===== config.mk =====
export PLATFORM = sky130hd
export DESIGN_NAME = exStageTop
export DESIGN_NICKNAME = d
export VERILOG_FILES = /design/src/exPkg.sv /design/src/exCtrlIf.sv /design/src/exAlu.sv /design/src/exBranch.sv /design/src/exMult.sv /design/src/exControl.sv /design/src/exStage1.sv /design/src/exStageTop.sv
export VERILOG_INCLUDE_DIRS = /design/src
export SDC_FILE = /design/constraint.sdc
export NUM_CORES = 2
export LEC_CHECK = 0
export BUFFER_PORTS_ARGS = -buffer_cell sky130_fd_sc_hd__buf_2
export CAP_MARGIN = 20
export CORE_UTILIZATION = 40
export DETAILED_ROUTE_END_ITERATION = 12
export HOLD_SLACK_MARGIN = 0.1
export PLACE_DENSITY = 0.64
export SYNTH_ARGS = -nofsm -noshare
export SYNTH_HDL_FRONTEND = slang
export SYNTH_SLANG_ARGS = --single-unit

===== constraint.sdc =====
create_clock -name Clock -period 15 [get_ports Clock]
set_input_delay 3 -clock Clock [delete_from_list [all_inputs] [get_ports Clock]]
set_output_delay 3 -clock Clock [all_outputs]
set_load 0.02 [all_outputs]

===== src/ex_macros.svh =====
// Widths are fixed by the 32-bit instruction set and are not meant to be overridden
// Shift amounts are sized from EX_DATA_W where they are used
`ifndef EX_MACROS_SVH
`define EX_MACROS_SVH

// --------------------
// Datapath widths
// --------------------
`define EX_DATA_W   32  // Operands, PC, immediate
`define EX_PROD_W   64  // Full multiplier product

// --------------------
// Field widths
// --------------------
`define EX_RADDR_W  5   // Register file address
`define EX_FUNC_W   6   // Func field of the instruction
`define EX_MEMFN_W  3   // Memory access function

`define EX_PC_STEP  4   // Bytes per instruction

`endif


===== src/exPkg.sv =====
// Types shared by the execute stage; ALU and branch codes overlap on Func
// The op bits from decode decide which table a Func value belongs to
`default_nettype none
`include "ex_macros.svh"

package exPkg;

    // --------------------
    // ALU function codes
    // --------------------
    typedef enum logic [`EX_FUNC_W-1:0] {
        FN_SLL   = 6'h00,
        FN_SRL   = 6'h02,
        FN_SRA   = 6'h03,
        FN_MULT  = 6'h18,  // Handled by the multiplier
        FN_MULTU = 6'h19,  // Handled by the multiplier
        FN_ADD   = 6'h20,
        FN_ADDU  = 6'h21,
        FN_SUB   = 6'h22,
        FN_SUBU  = 6'h23,
        FN_AND   = 6'h24,
        FN_OR    = 6'h25,
        FN_XOR   = 6'h26,
        FN_NOR   = 6'h27,
        FN_SLT   = 6'h2A
    } aluFuncE;

    // --------------------
    // Branch function codes
    // --------------------
    typedef enum logic [`EX_FUNC_W-1:0] {
        BR_J    = 6'h02,
        BR_JAL  = 6'h03,
        BR_BEQ  = 6'h04,
        BR_BNE  = 6'h05,
        BR_BLEZ = 6'h06,
        BR_BGTZ = 6'h07,
        BR_JR   = 6'h08
    } braFuncE;

    // Which unit drives Out and the flags
    typedef enum logic [1:0] {
        SEL_ALU = 2'b00,
        SEL_BRA = 2'b01,
        SEL_MUL = 2'b10
    } outSelE;

endpackage

`default_nettype wire


===== src/exCtrlIf.sv =====
// Control to datapath bundle; all signals are combinational levels
// No handshake, values are valid in every cycle
`timescale 1ns/10ps
`default_nettype none

interface exCtrlIf
    import exPkg::*;
();

    logic   aluEn;      // ALU produces a result
    logic   braEn;      // Branch unit may redirect the PC
    logic   mulSigned;  // MULT rather than MULTU
    outSelE outSel;     // Result and flag source

    modport ctrl (
        output aluEn, braEn, mulSigned, outSel
    );

    modport dp (
        input aluEn, braEn, mulSigned, outSel
    );

endinterface

`default_nettype wire


===== src/exAlu.sv =====
// Combinational 32-bit ALU; MULT/MULTU codes give a zero result here
// All outputs, flags included, are zero while the ALU is disabled
`timescale 1ns/10ps
`default_nettype none
`include "ex_macros.svh"

module exAlu
    import exPkg::*;
(
    input  logic [`EX_DATA_W-1:0]         A,
    input  logic [`EX_DATA_W-1:0]         B,
    input  logic [$clog2(`EX_DATA_W)-1:0] Shamt,
    input  aluFuncE                       Func,
    exCtrlIf.dp                           ctrl,
    output logic [`EX_DATA_W-1:0]         Out,
    output logic                          C,
    output logic                          Z,
    output logic                          O,
    output logic                          N
);

    logic [`EX_DATA_W:0]   sum;    // Extra bit holds the carry
    logic [`EX_DATA_W:0]   diff;   // Extra bit is set when no borrow
    logic [`EX_DATA_W-1:0] res;
    logic                  carry;
    logic                  ovf;

    assign sum  = {1'b0, A} + {1'b0, B};
    assign diff = {1'b0, A} + {1'b0, ~B} + 1'b1;

    always_comb begin
        res   = '0;
        carry = 1'b0;
        ovf   = 1'b0;
        case (Func)
            FN_SLL:  res = B << Shamt;
            FN_SRL:  res = B >> Shamt;
            FN_SRA:  res = $signed(B) >>> Shamt;
            FN_ADD: begin
                res   = sum[`EX_DATA_W-1:0];
                carry = sum[`EX_DATA_W];
                ovf   = (A[`EX_DATA_W-1] == B[`EX_DATA_W-1]) &&
                        (res[`EX_DATA_W-1] != A[`EX_DATA_W-1]);  // Same signs in, other sign out
            end
            FN_ADDU: begin
                res   = sum[`EX_DATA_W-1:0];
                carry = sum[`EX_DATA_W];
            end
            FN_SUB: begin
                res   = diff[`EX_DATA_W-1:0];
                carry = diff[`EX_DATA_W];
                ovf   = (A[`EX_DATA_W-1] != B[`EX_DATA_W-1]) &&
                        (res[`EX_DATA_W-1] != A[`EX_DATA_W-1]);
            end
            FN_SUBU: begin
                res   = diff[`EX_DATA_W-1:0];
                carry = diff[`EX_DATA_W];
            end
            FN_AND:  res = A & B;
            FN_OR:   res = A | B;
            FN_XOR:  res = A ^ B;
            FN_NOR:  res = ~(A | B);
            FN_SLT:  res = {{(`EX_DATA_W-1){1'b0}}, $signed(A) < $signed(B)};  // Signed compare
            default: res = '0;
        endcase
    end

    assign Out = ctrl.aluEn ? res : '0;
    assign C   = ctrl.aluEn & carry;
    assign Z   = ctrl.aluEn & (res == '0);
    assign O   = ctrl.aluEn & ovf;
    assign N   = ctrl.aluEn & res[`EX_DATA_W-1];

endmodule

`default_nettype wire


===== src/exBranch.sv =====
// Taken branch target is PCin+4 plus Address shifted left by two
// J and JAL jump to Address, JR jumps to A; PCout is PCin+4 otherwise
`timescale 1ns/10ps
`default_nettype none
`include "ex_macros.svh"

module exBranch
    import exPkg::*;
(
    input  logic                  Enable,
    input  logic [`EX_DATA_W-1:0] PCin,
    input  logic [`EX_DATA_W-1:0] A,
    input  logic [`EX_DATA_W-1:0] B,
    input  logic [`EX_DATA_W-1:0] Address,  // Branch offset or jump target
    input  braFuncE               Func,
    output logic [`EX_DATA_W-1:0] PCout,
    output logic [`EX_DATA_W-1:0] Ret,      // Return address for JAL
    output logic                  Taken
);

    logic                  cond;
    logic [`EX_DATA_W-1:0] target;

    assign Ret = PCin + `EX_DATA_W'(`EX_PC_STEP);

    always_comb begin
        cond   = 1'b0;
        target = Ret + {Address[`EX_DATA_W-3:0], 2'b00};  // Word offset
        case (Func)
            BR_BEQ:  cond = (A == B);
            BR_BNE:  cond = (A != B);
            BR_BLEZ: cond = A[`EX_DATA_W-1] | (A == '0);
            BR_BGTZ: cond = ~A[`EX_DATA_W-1] & (A != '0);
            BR_J, BR_JAL: begin
                cond   = 1'b1;
                target = Address;
            end
            BR_JR: begin
                cond   = 1'b1;
                target = A;  // Register indirect
            end
            default: cond = 1'b0;
        endcase
    end

    assign Taken = Enable & cond;
    assign PCout = Taken ? target : Ret;

endmodule

`default_nettype wire


===== src/exMult.sv =====
// Single-cycle 32x32 multiply giving the full 64-bit product
// C and O are always zero; Z and N follow the product
`timescale 1ns/10ps
`default_nettype none
`include "ex_macros.svh"

module exMult
    import exPkg::*;
(
    input  logic [`EX_DATA_W-1:0] A,
    input  logic [`EX_DATA_W-1:0] B,
    exCtrlIf.dp                   ctrl,
    output logic [`EX_PROD_W-1:0] Out,
    output logic                  C,
    output logic                  Z,
    output logic                  O,
    output logic                  N
);

    logic                  extA;  // Sign fill for A
    logic                  extB;  // Sign fill for B
    logic [`EX_PROD_W-1:0] prod;

    // One multiplier for both forms: extend by sign or by zero, keep low 64 bits
    assign extA = ctrl.mulSigned & A[`EX_DATA_W-1];
    assign extB = ctrl.mulSigned & B[`EX_DATA_W-1];
    assign prod = {{`EX_DATA_W{extA}}, A} * {{`EX_DATA_W{extB}}, B};

    assign Out = prod;
    assign C   = 1'b0;
    assign O   = 1'b0;
    assign Z   = (prod == '0);
    assign N   = prod[`EX_PROD_W-1];

endmodule

`default_nettype wire


===== src/exControl.sv =====
// MULOp has priority over Jump/Branch, which have priority over ALUOp
// With no op bit set the ALU stays disabled and the stage outputs zero
`timescale 1ns/10ps
`default_nettype none
`include "ex_macros.svh"

module exControl
    import exPkg::*;
(
    input  logic                 ALUOp,
    input  logic                 MULOp,
    input  logic                 Jump,
    input  logic                 Branch,
    input  logic                 RegWriteIn,
    input  logic                 braTaken,    // From the branch unit
    input  logic [`EX_FUNC_W-1:0] Func,
    exCtrlIf.ctrl                ctrl,
    output logic                 ACCEn,
    output logic                 RegWriteOut,
    output logic                 BranchTaken
);

    logic braPath;  // Branch unit owns the result

    assign braPath = (Jump | Branch) & ~MULOp;

    // --------------------
    // Unit enables and select
    // --------------------
    always_comb begin
        ctrl.aluEn  = 1'b0;
        ctrl.braEn  = 1'b0;
        ctrl.outSel = SEL_ALU;
        if (MULOp) begin
            ctrl.outSel = SEL_MUL;
        end else if (Jump | Branch) begin
            ctrl.braEn  = 1'b1;
            ctrl.outSel = SEL_BRA;
        end else if (ALUOp) begin
            ctrl.aluEn  = 1'b1;
        end
    end

    assign ctrl.mulSigned = (Func == FN_MULT);

    // --------------------
    // Write enables
    // --------------------
    assign ACCEn       = MULOp;               // Product goes to HI/LO
    assign BranchTaken = braPath & braTaken;

    // No register write for a multiply or a branch that falls through
    assign RegWriteOut = RegWriteIn & ~MULOp & ~(braPath & ~braTaken);

endmodule

`default_nettype wire


===== src/exStage1.sv =====
// Purely combinational execute datapath; registering is done by the caller
// The multiplier shares operand B with the ALU, so ALUSrc applies to both
`timescale 1ns/10ps
`default_nettype none
`include "ex_macros.svh"

module exStage1
    import exPkg::*;
(
    input  logic                          ALUOp,
    input  logic                          MULOp,
    input  logic                          Jump,
    input  logic                          Branch,
    input  logic                          RegWriteIn,
    input  logic                          MemReadIn,
    input  logic                          MemtoRegIn,
    input  logic                          MemWriteIn,
    input  logic                          ALUSrc,      // Immediate as ALU operand B
    input  logic                          BRASrc,      // Immediate as branch address
    input  logic [`EX_DATA_W-1:0]         A,
    input  logic [`EX_DATA_W-1:0]         B,
    input  logic [`EX_DATA_W-1:0]         Immediate,
    input  logic [`EX_DATA_W-1:0]         PCin,
    input  logic [$clog2(`EX_DATA_W)-1:0] Shamt,
    input  logic [`EX_RADDR_W-1:0]        RAddrIn,
    input  logic [`EX_FUNC_W-1:0]         Func,
    input  logic [`EX_MEMFN_W-1:0]        MemfuncIn,
    output logic [`EX_PROD_W-1:0]         Out,
    output logic [`EX_RADDR_W-1:0]        RAddrOut,
    output logic [`EX_MEMFN_W-1:0]        MemfuncOut,
    output logic [`EX_DATA_W-1:0]         RtDataOut,
    output logic [`EX_DATA_W-1:0]         PCout,
    output logic                          C,
    output logic                          Z,
    output logic                          O,
    output logic                          N,
    output logic                          RegWriteOut,
    output logic                          MemReadOut,
    output logic                          MemtoRegOut,
    output logic                          MemWriteOut,
    output logic                          BranchTaken,
    output logic                          ACCEn
);

    logic [`EX_DATA_W-1:0] opB;      // ALU and multiplier operand B
    logic [`EX_DATA_W-1:0] braBase;  // Offset or target for the branch unit
    logic [`EX_DATA_W-1:0] aluOut;
    logic [`EX_DATA_W-1:0] braRet;
    logic [`EX_PROD_W-1:0] mulOut;
    logic                  aluC, aluZ, aluO, aluN;
    logic                  mulC, mulZ, mulO, mulN;
    logic                  braTaken;

    exCtrlIf ctrlBus ();

    assign opB     = ALUSrc ? Immediate : B;
    assign braBase = BRASrc ? Immediate : A;

    // --------------------
    // Units
    // --------------------
    exControl uControl (
        .ALUOp(ALUOp), .MULOp(MULOp), .Jump(Jump), .Branch(Branch),
        .RegWriteIn(RegWriteIn), .braTaken(braTaken), .Func(Func), .ctrl(ctrlBus),
        .ACCEn(ACCEn), .RegWriteOut(RegWriteOut), .BranchTaken(BranchTaken)
    );

    exAlu uAlu (
        .A(A), .B(opB), .Shamt(Shamt), .Func(aluFuncE'(Func)), .ctrl(ctrlBus),
        .Out(aluOut), .C(aluC), .Z(aluZ), .O(aluO), .N(aluN)
    );

    exBranch uBranch (
        .Enable(ctrlBus.braEn), .PCin(PCin), .A(A), .B(B), .Address(braBase),
        .Func(braFuncE'(Func)), .PCout(PCout), .Ret(braRet), .Taken(braTaken)
    );

    exMult uMult (
        .A(A), .B(opB), .ctrl(ctrlBus),
        .Out(mulOut), .C(mulC), .Z(mulZ), .O(mulO), .N(mulN)
    );

    // --------------------
    // Result and flag select
    // --------------------
    always_comb begin
        case (ctrlBus.outSel)
            SEL_ALU: begin
                Out          = {{(`EX_PROD_W-`EX_DATA_W){1'b0}}, aluOut};
                {C, Z, O, N} = {aluC, aluZ, aluO, aluN};
            end
            SEL_BRA: begin
                Out          = {{(`EX_PROD_W-`EX_DATA_W){1'b0}}, braRet};  // Link value
                {C, Z, O, N} = 4'b0000;
            end
            SEL_MUL: begin
                Out          = mulOut;
                {C, Z, O, N} = {mulC, mulZ, mulO, mulN};
            end
            default: begin
                Out          = '0;
                {C, Z, O, N} = 4'b0000;
            end
        endcase
    end

    assign RAddrOut    = RAddrIn;
    assign MemfuncOut  = MemfuncIn;
    assign RtDataOut   = B;           // Store data for the memory stage
    assign MemReadOut  = MemReadIn;
    assign MemtoRegOut = MemtoRegIn;
    assign MemWriteOut = MemWriteIn;

endmodule

`default_nettype wire


===== src/exStageTop.sv =====
// Execute stage with the EX/MEM register; every output lags its inputs by one cycle
// No stall or flush input, a new operation is accepted on every Clock edge
`timescale 1ns/10ps
`default_nettype none
`include "ex_macros.svh"

module exStageTop (
    input  logic                          Clock,
    input  logic                          rst,
    input  logic                          ALUOp,
    input  logic                          MULOp,
    input  logic                          Jump,
    input  logic                          Branch,
    input  logic                          RegWriteIn,
    input  logic                          MemReadIn,
    input  logic                          MemtoRegIn,
    input  logic                          MemWriteIn,
    input  logic                          ALUSrc,
    input  logic                          BRASrc,
    input  logic [`EX_DATA_W-1:0]         A,
    input  logic [`EX_DATA_W-1:0]         B,
    input  logic [`EX_DATA_W-1:0]         Immediate,
    input  logic [`EX_DATA_W-1:0]         PCin,
    input  logic [$clog2(`EX_DATA_W)-1:0] Shamt,
    input  logic [`EX_RADDR_W-1:0]        RAddrIn,
    input  logic [`EX_FUNC_W-1:0]         Func,
    input  logic [`EX_MEMFN_W-1:0]        MemfuncIn,
    output logic [`EX_PROD_W-1:0]         Out,
    output logic [`EX_RADDR_W-1:0]        RAddrOut,
    output logic [`EX_MEMFN_W-1:0]        MemfuncOut,
    output logic [`EX_DATA_W-1:0]         RtDataOut,
    output logic [`EX_DATA_W-1:0]         PCout,
    output logic                          C,
    output logic                          Z,
    output logic                          O,
    output logic                          N,
    output logic                          RegWriteOut,
    output logic                          MemReadOut,
    output logic                          MemtoRegOut,
    output logic                          MemWriteOut,
    output logic                          BranchTaken,
    output logic                          ACCEn
);

    logic [`EX_PROD_W-1:0]  outNxt;
    logic [`EX_RADDR_W-1:0] rAddrNxt;
    logic [`EX_MEMFN_W-1:0] memfuncNxt;
    logic [`EX_DATA_W-1:0]  rtDataNxt;
    logic [`EX_DATA_W-1:0]  pcNxt;
    logic [3:0]             flagsNxt;  // C, Z, O, N
    logic [5:0]             ctlNxt;    // Write enables and branch outcome

    exStage1 uStage (
        .ALUOp(ALUOp), .MULOp(MULOp), .Jump(Jump), .Branch(Branch),
        .RegWriteIn(RegWriteIn), .MemReadIn(MemReadIn), .MemtoRegIn(MemtoRegIn),
        .MemWriteIn(MemWriteIn), .ALUSrc(ALUSrc), .BRASrc(BRASrc),
        .A(A), .B(B), .Immediate(Immediate), .PCin(PCin), .Shamt(Shamt),
        .RAddrIn(RAddrIn), .Func(Func), .MemfuncIn(MemfuncIn),
        .Out(outNxt), .RAddrOut(rAddrNxt), .MemfuncOut(memfuncNxt),
        .RtDataOut(rtDataNxt), .PCout(pcNxt),
        .C(flagsNxt[3]), .Z(flagsNxt[2]), .O(flagsNxt[1]), .N(flagsNxt[0]),
        .RegWriteOut(ctlNxt[5]), .MemReadOut(ctlNxt[4]), .MemtoRegOut(ctlNxt[3]),
        .MemWriteOut(ctlNxt[2]), .BranchTaken(ctlNxt[1]), .ACCEn(ctlNxt[0])
    );

    // --------------------
    // EX/MEM register
    // --------------------
    always_ff @(posedge Clock) begin
        if (rst) begin
            Out          <= '0;
            RAddrOut     <= '0;
            MemfuncOut   <= '0;
            RtDataOut    <= '0;
            PCout        <= '0;
            {C, Z, O, N} <= 4'b0000;
            {RegWriteOut, MemReadOut, MemtoRegOut, MemWriteOut, BranchTaken, ACCEn} <= '0;
        end else begin
            Out          <= outNxt;
            RAddrOut     <= rAddrNxt;
            MemfuncOut   <= memfuncNxt;
            RtDataOut    <= rtDataNxt;
            PCout        <= pcNxt;
            {C, Z, O, N} <= flagsNxt;
            {RegWriteOut, MemReadOut, MemtoRegOut, MemWriteOut, BranchTaken, ACCEn} <=
                ctlNxt;
        end
    end

endmodule

`default_nettype wire


==> flow_summary.ini <==
[status]
status = completed

[clock_tree]
cts_setup_buffers = 0
cts_htree_levels = 4
cts_root_buf = clkbuf_16
cts_buffers = 17
postCtsHoldBufs = 0
cts_sinks = 146
ctsResizeCount = 0
cts_max_path_buffers = 2
cts.clk_slew.worst_paths_ps = 80
cts_tree = yes

[setup_path]
path_class = in -> reg
worstPathRequired_ps = 15430
cp-start-kind = primary input
cp-end-kind = flop
crit_path_frequent_cell = fa_1
crit_path_max_fanout = 20
arrival_ps = 14070
crit_slowest_cell = fa_1
max_stage_delay_ps = 840

[routing]
wl_per_cell_um = 30.5
dr.pass1.iters = 6
routed_wl_mm = 269
ant_nets = 0
drt_iter0_markers = 6494
drcViolationCount = 0
vias = 53118
detail_route.vias_per_cell = 6.02

[layout]
drive_gt1_share_pct = 10.1
num-nets-final = 8529
area_growth_pct = 7.74

[global_routing]
grt_pass1_wl_mm = 383
grt_pass1_vias = 53410
grt_usage_pct = 37.5
busiest_layer = met2
grt_overflow = 0
met3_usage_pct = 10.0
antenna_found_initial = 26
grt_max_degree = 72
grtUsageMet1_pct = 47.9
use_met2_pct = 57.0

[synthesis]
synth_nets = 8464
netlist_area_mm2 = 0.0569
synthCells = 6839
synthFlopType = dfxtp_1
ys_async_sr_fraction_pct = 0
yosys_warnings = 0
syn_area_per_cell_um2 = 8.32
synth-seq-cells = 146
synth.distinct_cells = 83
synth_edf_count = 0
ys_seq_area_share_pct = 5.14

[sta]
slew_headroom_pct = 15.7
final-setup-viol-count = 0
grt_setup_unrepaired = no
hold_violations = 0
period_minus_slack_ps = 13640
fin_crit_sh_pct = 90.9
worstMarginPinSlew_ps = 1260
fin_setup_tns_ps = 0
slew_violations = 0
max_freq_ghz = 0.0733

[floorplanning]
initial_core_util_pct = 40.2
core_area_mm2 = 0.141
core.rowCount = 138
pin_count = 305
die_w_um = 379
die_y_um = 379
die_area_mm2 = 0.144

[job]
maxCapViolations = 0

[min_path]
worstHoldEndpoint = MemfuncOut[0]
hold_path_depth = 2
worstHoldStart = MemfuncIn[0]
hold_class = in -> reg

[placed_design]
io_buffers = 304
dp_hpwl_mm = 213
place_congestion = 1.09
==> worst max path at each step <==
stage	slack, ps	cells after the start	start	to
floorplan	2200	36	ALUSrc	Z
global placement	1120	32	ALUSrc	Z
detailed placement	990	34	Func[1]	Z
CTS	1490	34	Func[1]	Z
global route	1030	34	Func[1]	Z
finish	1360	33	Func[1]	Z
==> registers in the layout, summed over array words and instances, names as in the netlist <==
name and flops:
MemfuncOut 3, MemWriteOut 1, RtDataOut 32, MemtoRegOut 1, O 1, MemReadOut 1
N 1, C 1, RAddrOut 5, Out 64, RegWriteOut 1, PCout 32
Z 1, ACCEn 1, BranchTaken 1
==> cells in the mapped netlist, drive strengths merged, types with 10 or more instances <==
cell type,n,share of area [%]
nand3,82,0.72
o211ai,35,0.46
nand2,1016,6.7
dfxtp,146,5.1
fa,1128,40
and2,28,0.31
o211a,10,0.18
xor2,66,1.0
o31ai,28,0.37
o221ai,17,0.26
o22ai,16,0.18
o21a,25,0.33
a31oi,32,0.35
a211oi,63,0.83
o21bai,19,0.25
a2111oi,10,0.15
o21ai,245,2.2
or3,26,0.29
a222oi,24,0.42
clkbuf,372,2.5
inv,1264,8.3
ha,338,7.4
a21o,35,0.46
a311oi,10,0.15
nand2b,30,0.33
nor4,39,0.43
mux2i,114,2.0
or2,10,0.11
o2111ai,13,0.20
buf,64,0.54
o31a,11,0.17
xnor2,97,1.5
nor3,74,0.65
nand4,46,0.51
or4,15,0.20
nor2b,73,0.80
clkinv,24,0.16
a21oi,227,2.0
a221oi,32,0.49
mux2,46,0.91
nor2,615,4.1
mux4,90,3.6
a22oi,19,0.25
and3,33,0.36
==> layer usage <==
layer,routed length (µm),vias up
met5,96,-
met4,19200,16
met3,31800,798
met2,116000,3560
met1,102000,26927
li1,-,21817
==> critical path, delay by kind of cell <==
| kind | cells | cell delay [ps] |
|---|---|---|
| adders and majority gates | 9 | 4780 |
| AOI/OAI and AO/OA | 4 | 1060 |
| buffers and inverters | 7 | 1360 |
| and+or+nand+nor | 13 | 3840 |
==> logic make-up (layout without fill, tap and decap cells) <==
kind of cell	count (synthesis)	after routing	share of synthesized area (%)
and+or+nand+nor	2128	2128	16.1
buffers and inverters	1724	1802	11.5
adders and majority gates	1466	1466	47.1
AOI/OAI and AO/OA	962	962	11.2
muxes	250	250	6.49
xor gates and xnor gates	163	163	2.51
DFF	146	146	5.14
other	0	10	0
==> cell usage in the layout, fill, tap and decap left out, drive strengths merged, types with 32 or more instances in the layout <==
cell type and count:
fa 1128, nor2b 73, nand4 46, dfxtp 146, nand2 1016, nor3 74, o211ai 35, inv 1271
mux4 90, a21oi 227, buf 481, and3 33, a211oi 63, xnor2 97, nor4 39, mux2 46
nor2 615, a21o 35, mux2i 114, ha 338, o21ai 245, a31oi 32, xor2 66, a221oi 32
nand3 82
==> per-stage QoR <==
| stage | setup slack [ps] | util [%] | hold slack (ps) | instance area (µm²) | cells |
|---|---|---|---|---|---|
| finish | 1360 | 43.3 | 2700 | 61300 | 8817 |
| global placement | 1120 | 42.8 | 3220 | 60600 | 8770 |
| CTS | 1490 | 43.3 | 2680 | 61200 | 8805 |
| floorplan | 2200 | - | 3130 | 56900 | 6839 |
| detailed placement | 988 | 42.9 | 3220 | 60600 | 8773 |
| global route | 1030 | 43.3 | 2700 | 61300 | 8810 |
==> cell type report <==
type,instances,area (µm²)
tap,1890,2360
antenna,10,25.0
sequential,146,2920
fill,14165,80100
inverter,1288,4830
multi-input combinational,4969,47600
clock inverter,15,185
clock buffer,17,425
timing repair buffer,482,2970
Power is not shown: default switching activity piles up to over one toggle a cycle in this logic, so the estimate is an artifact.
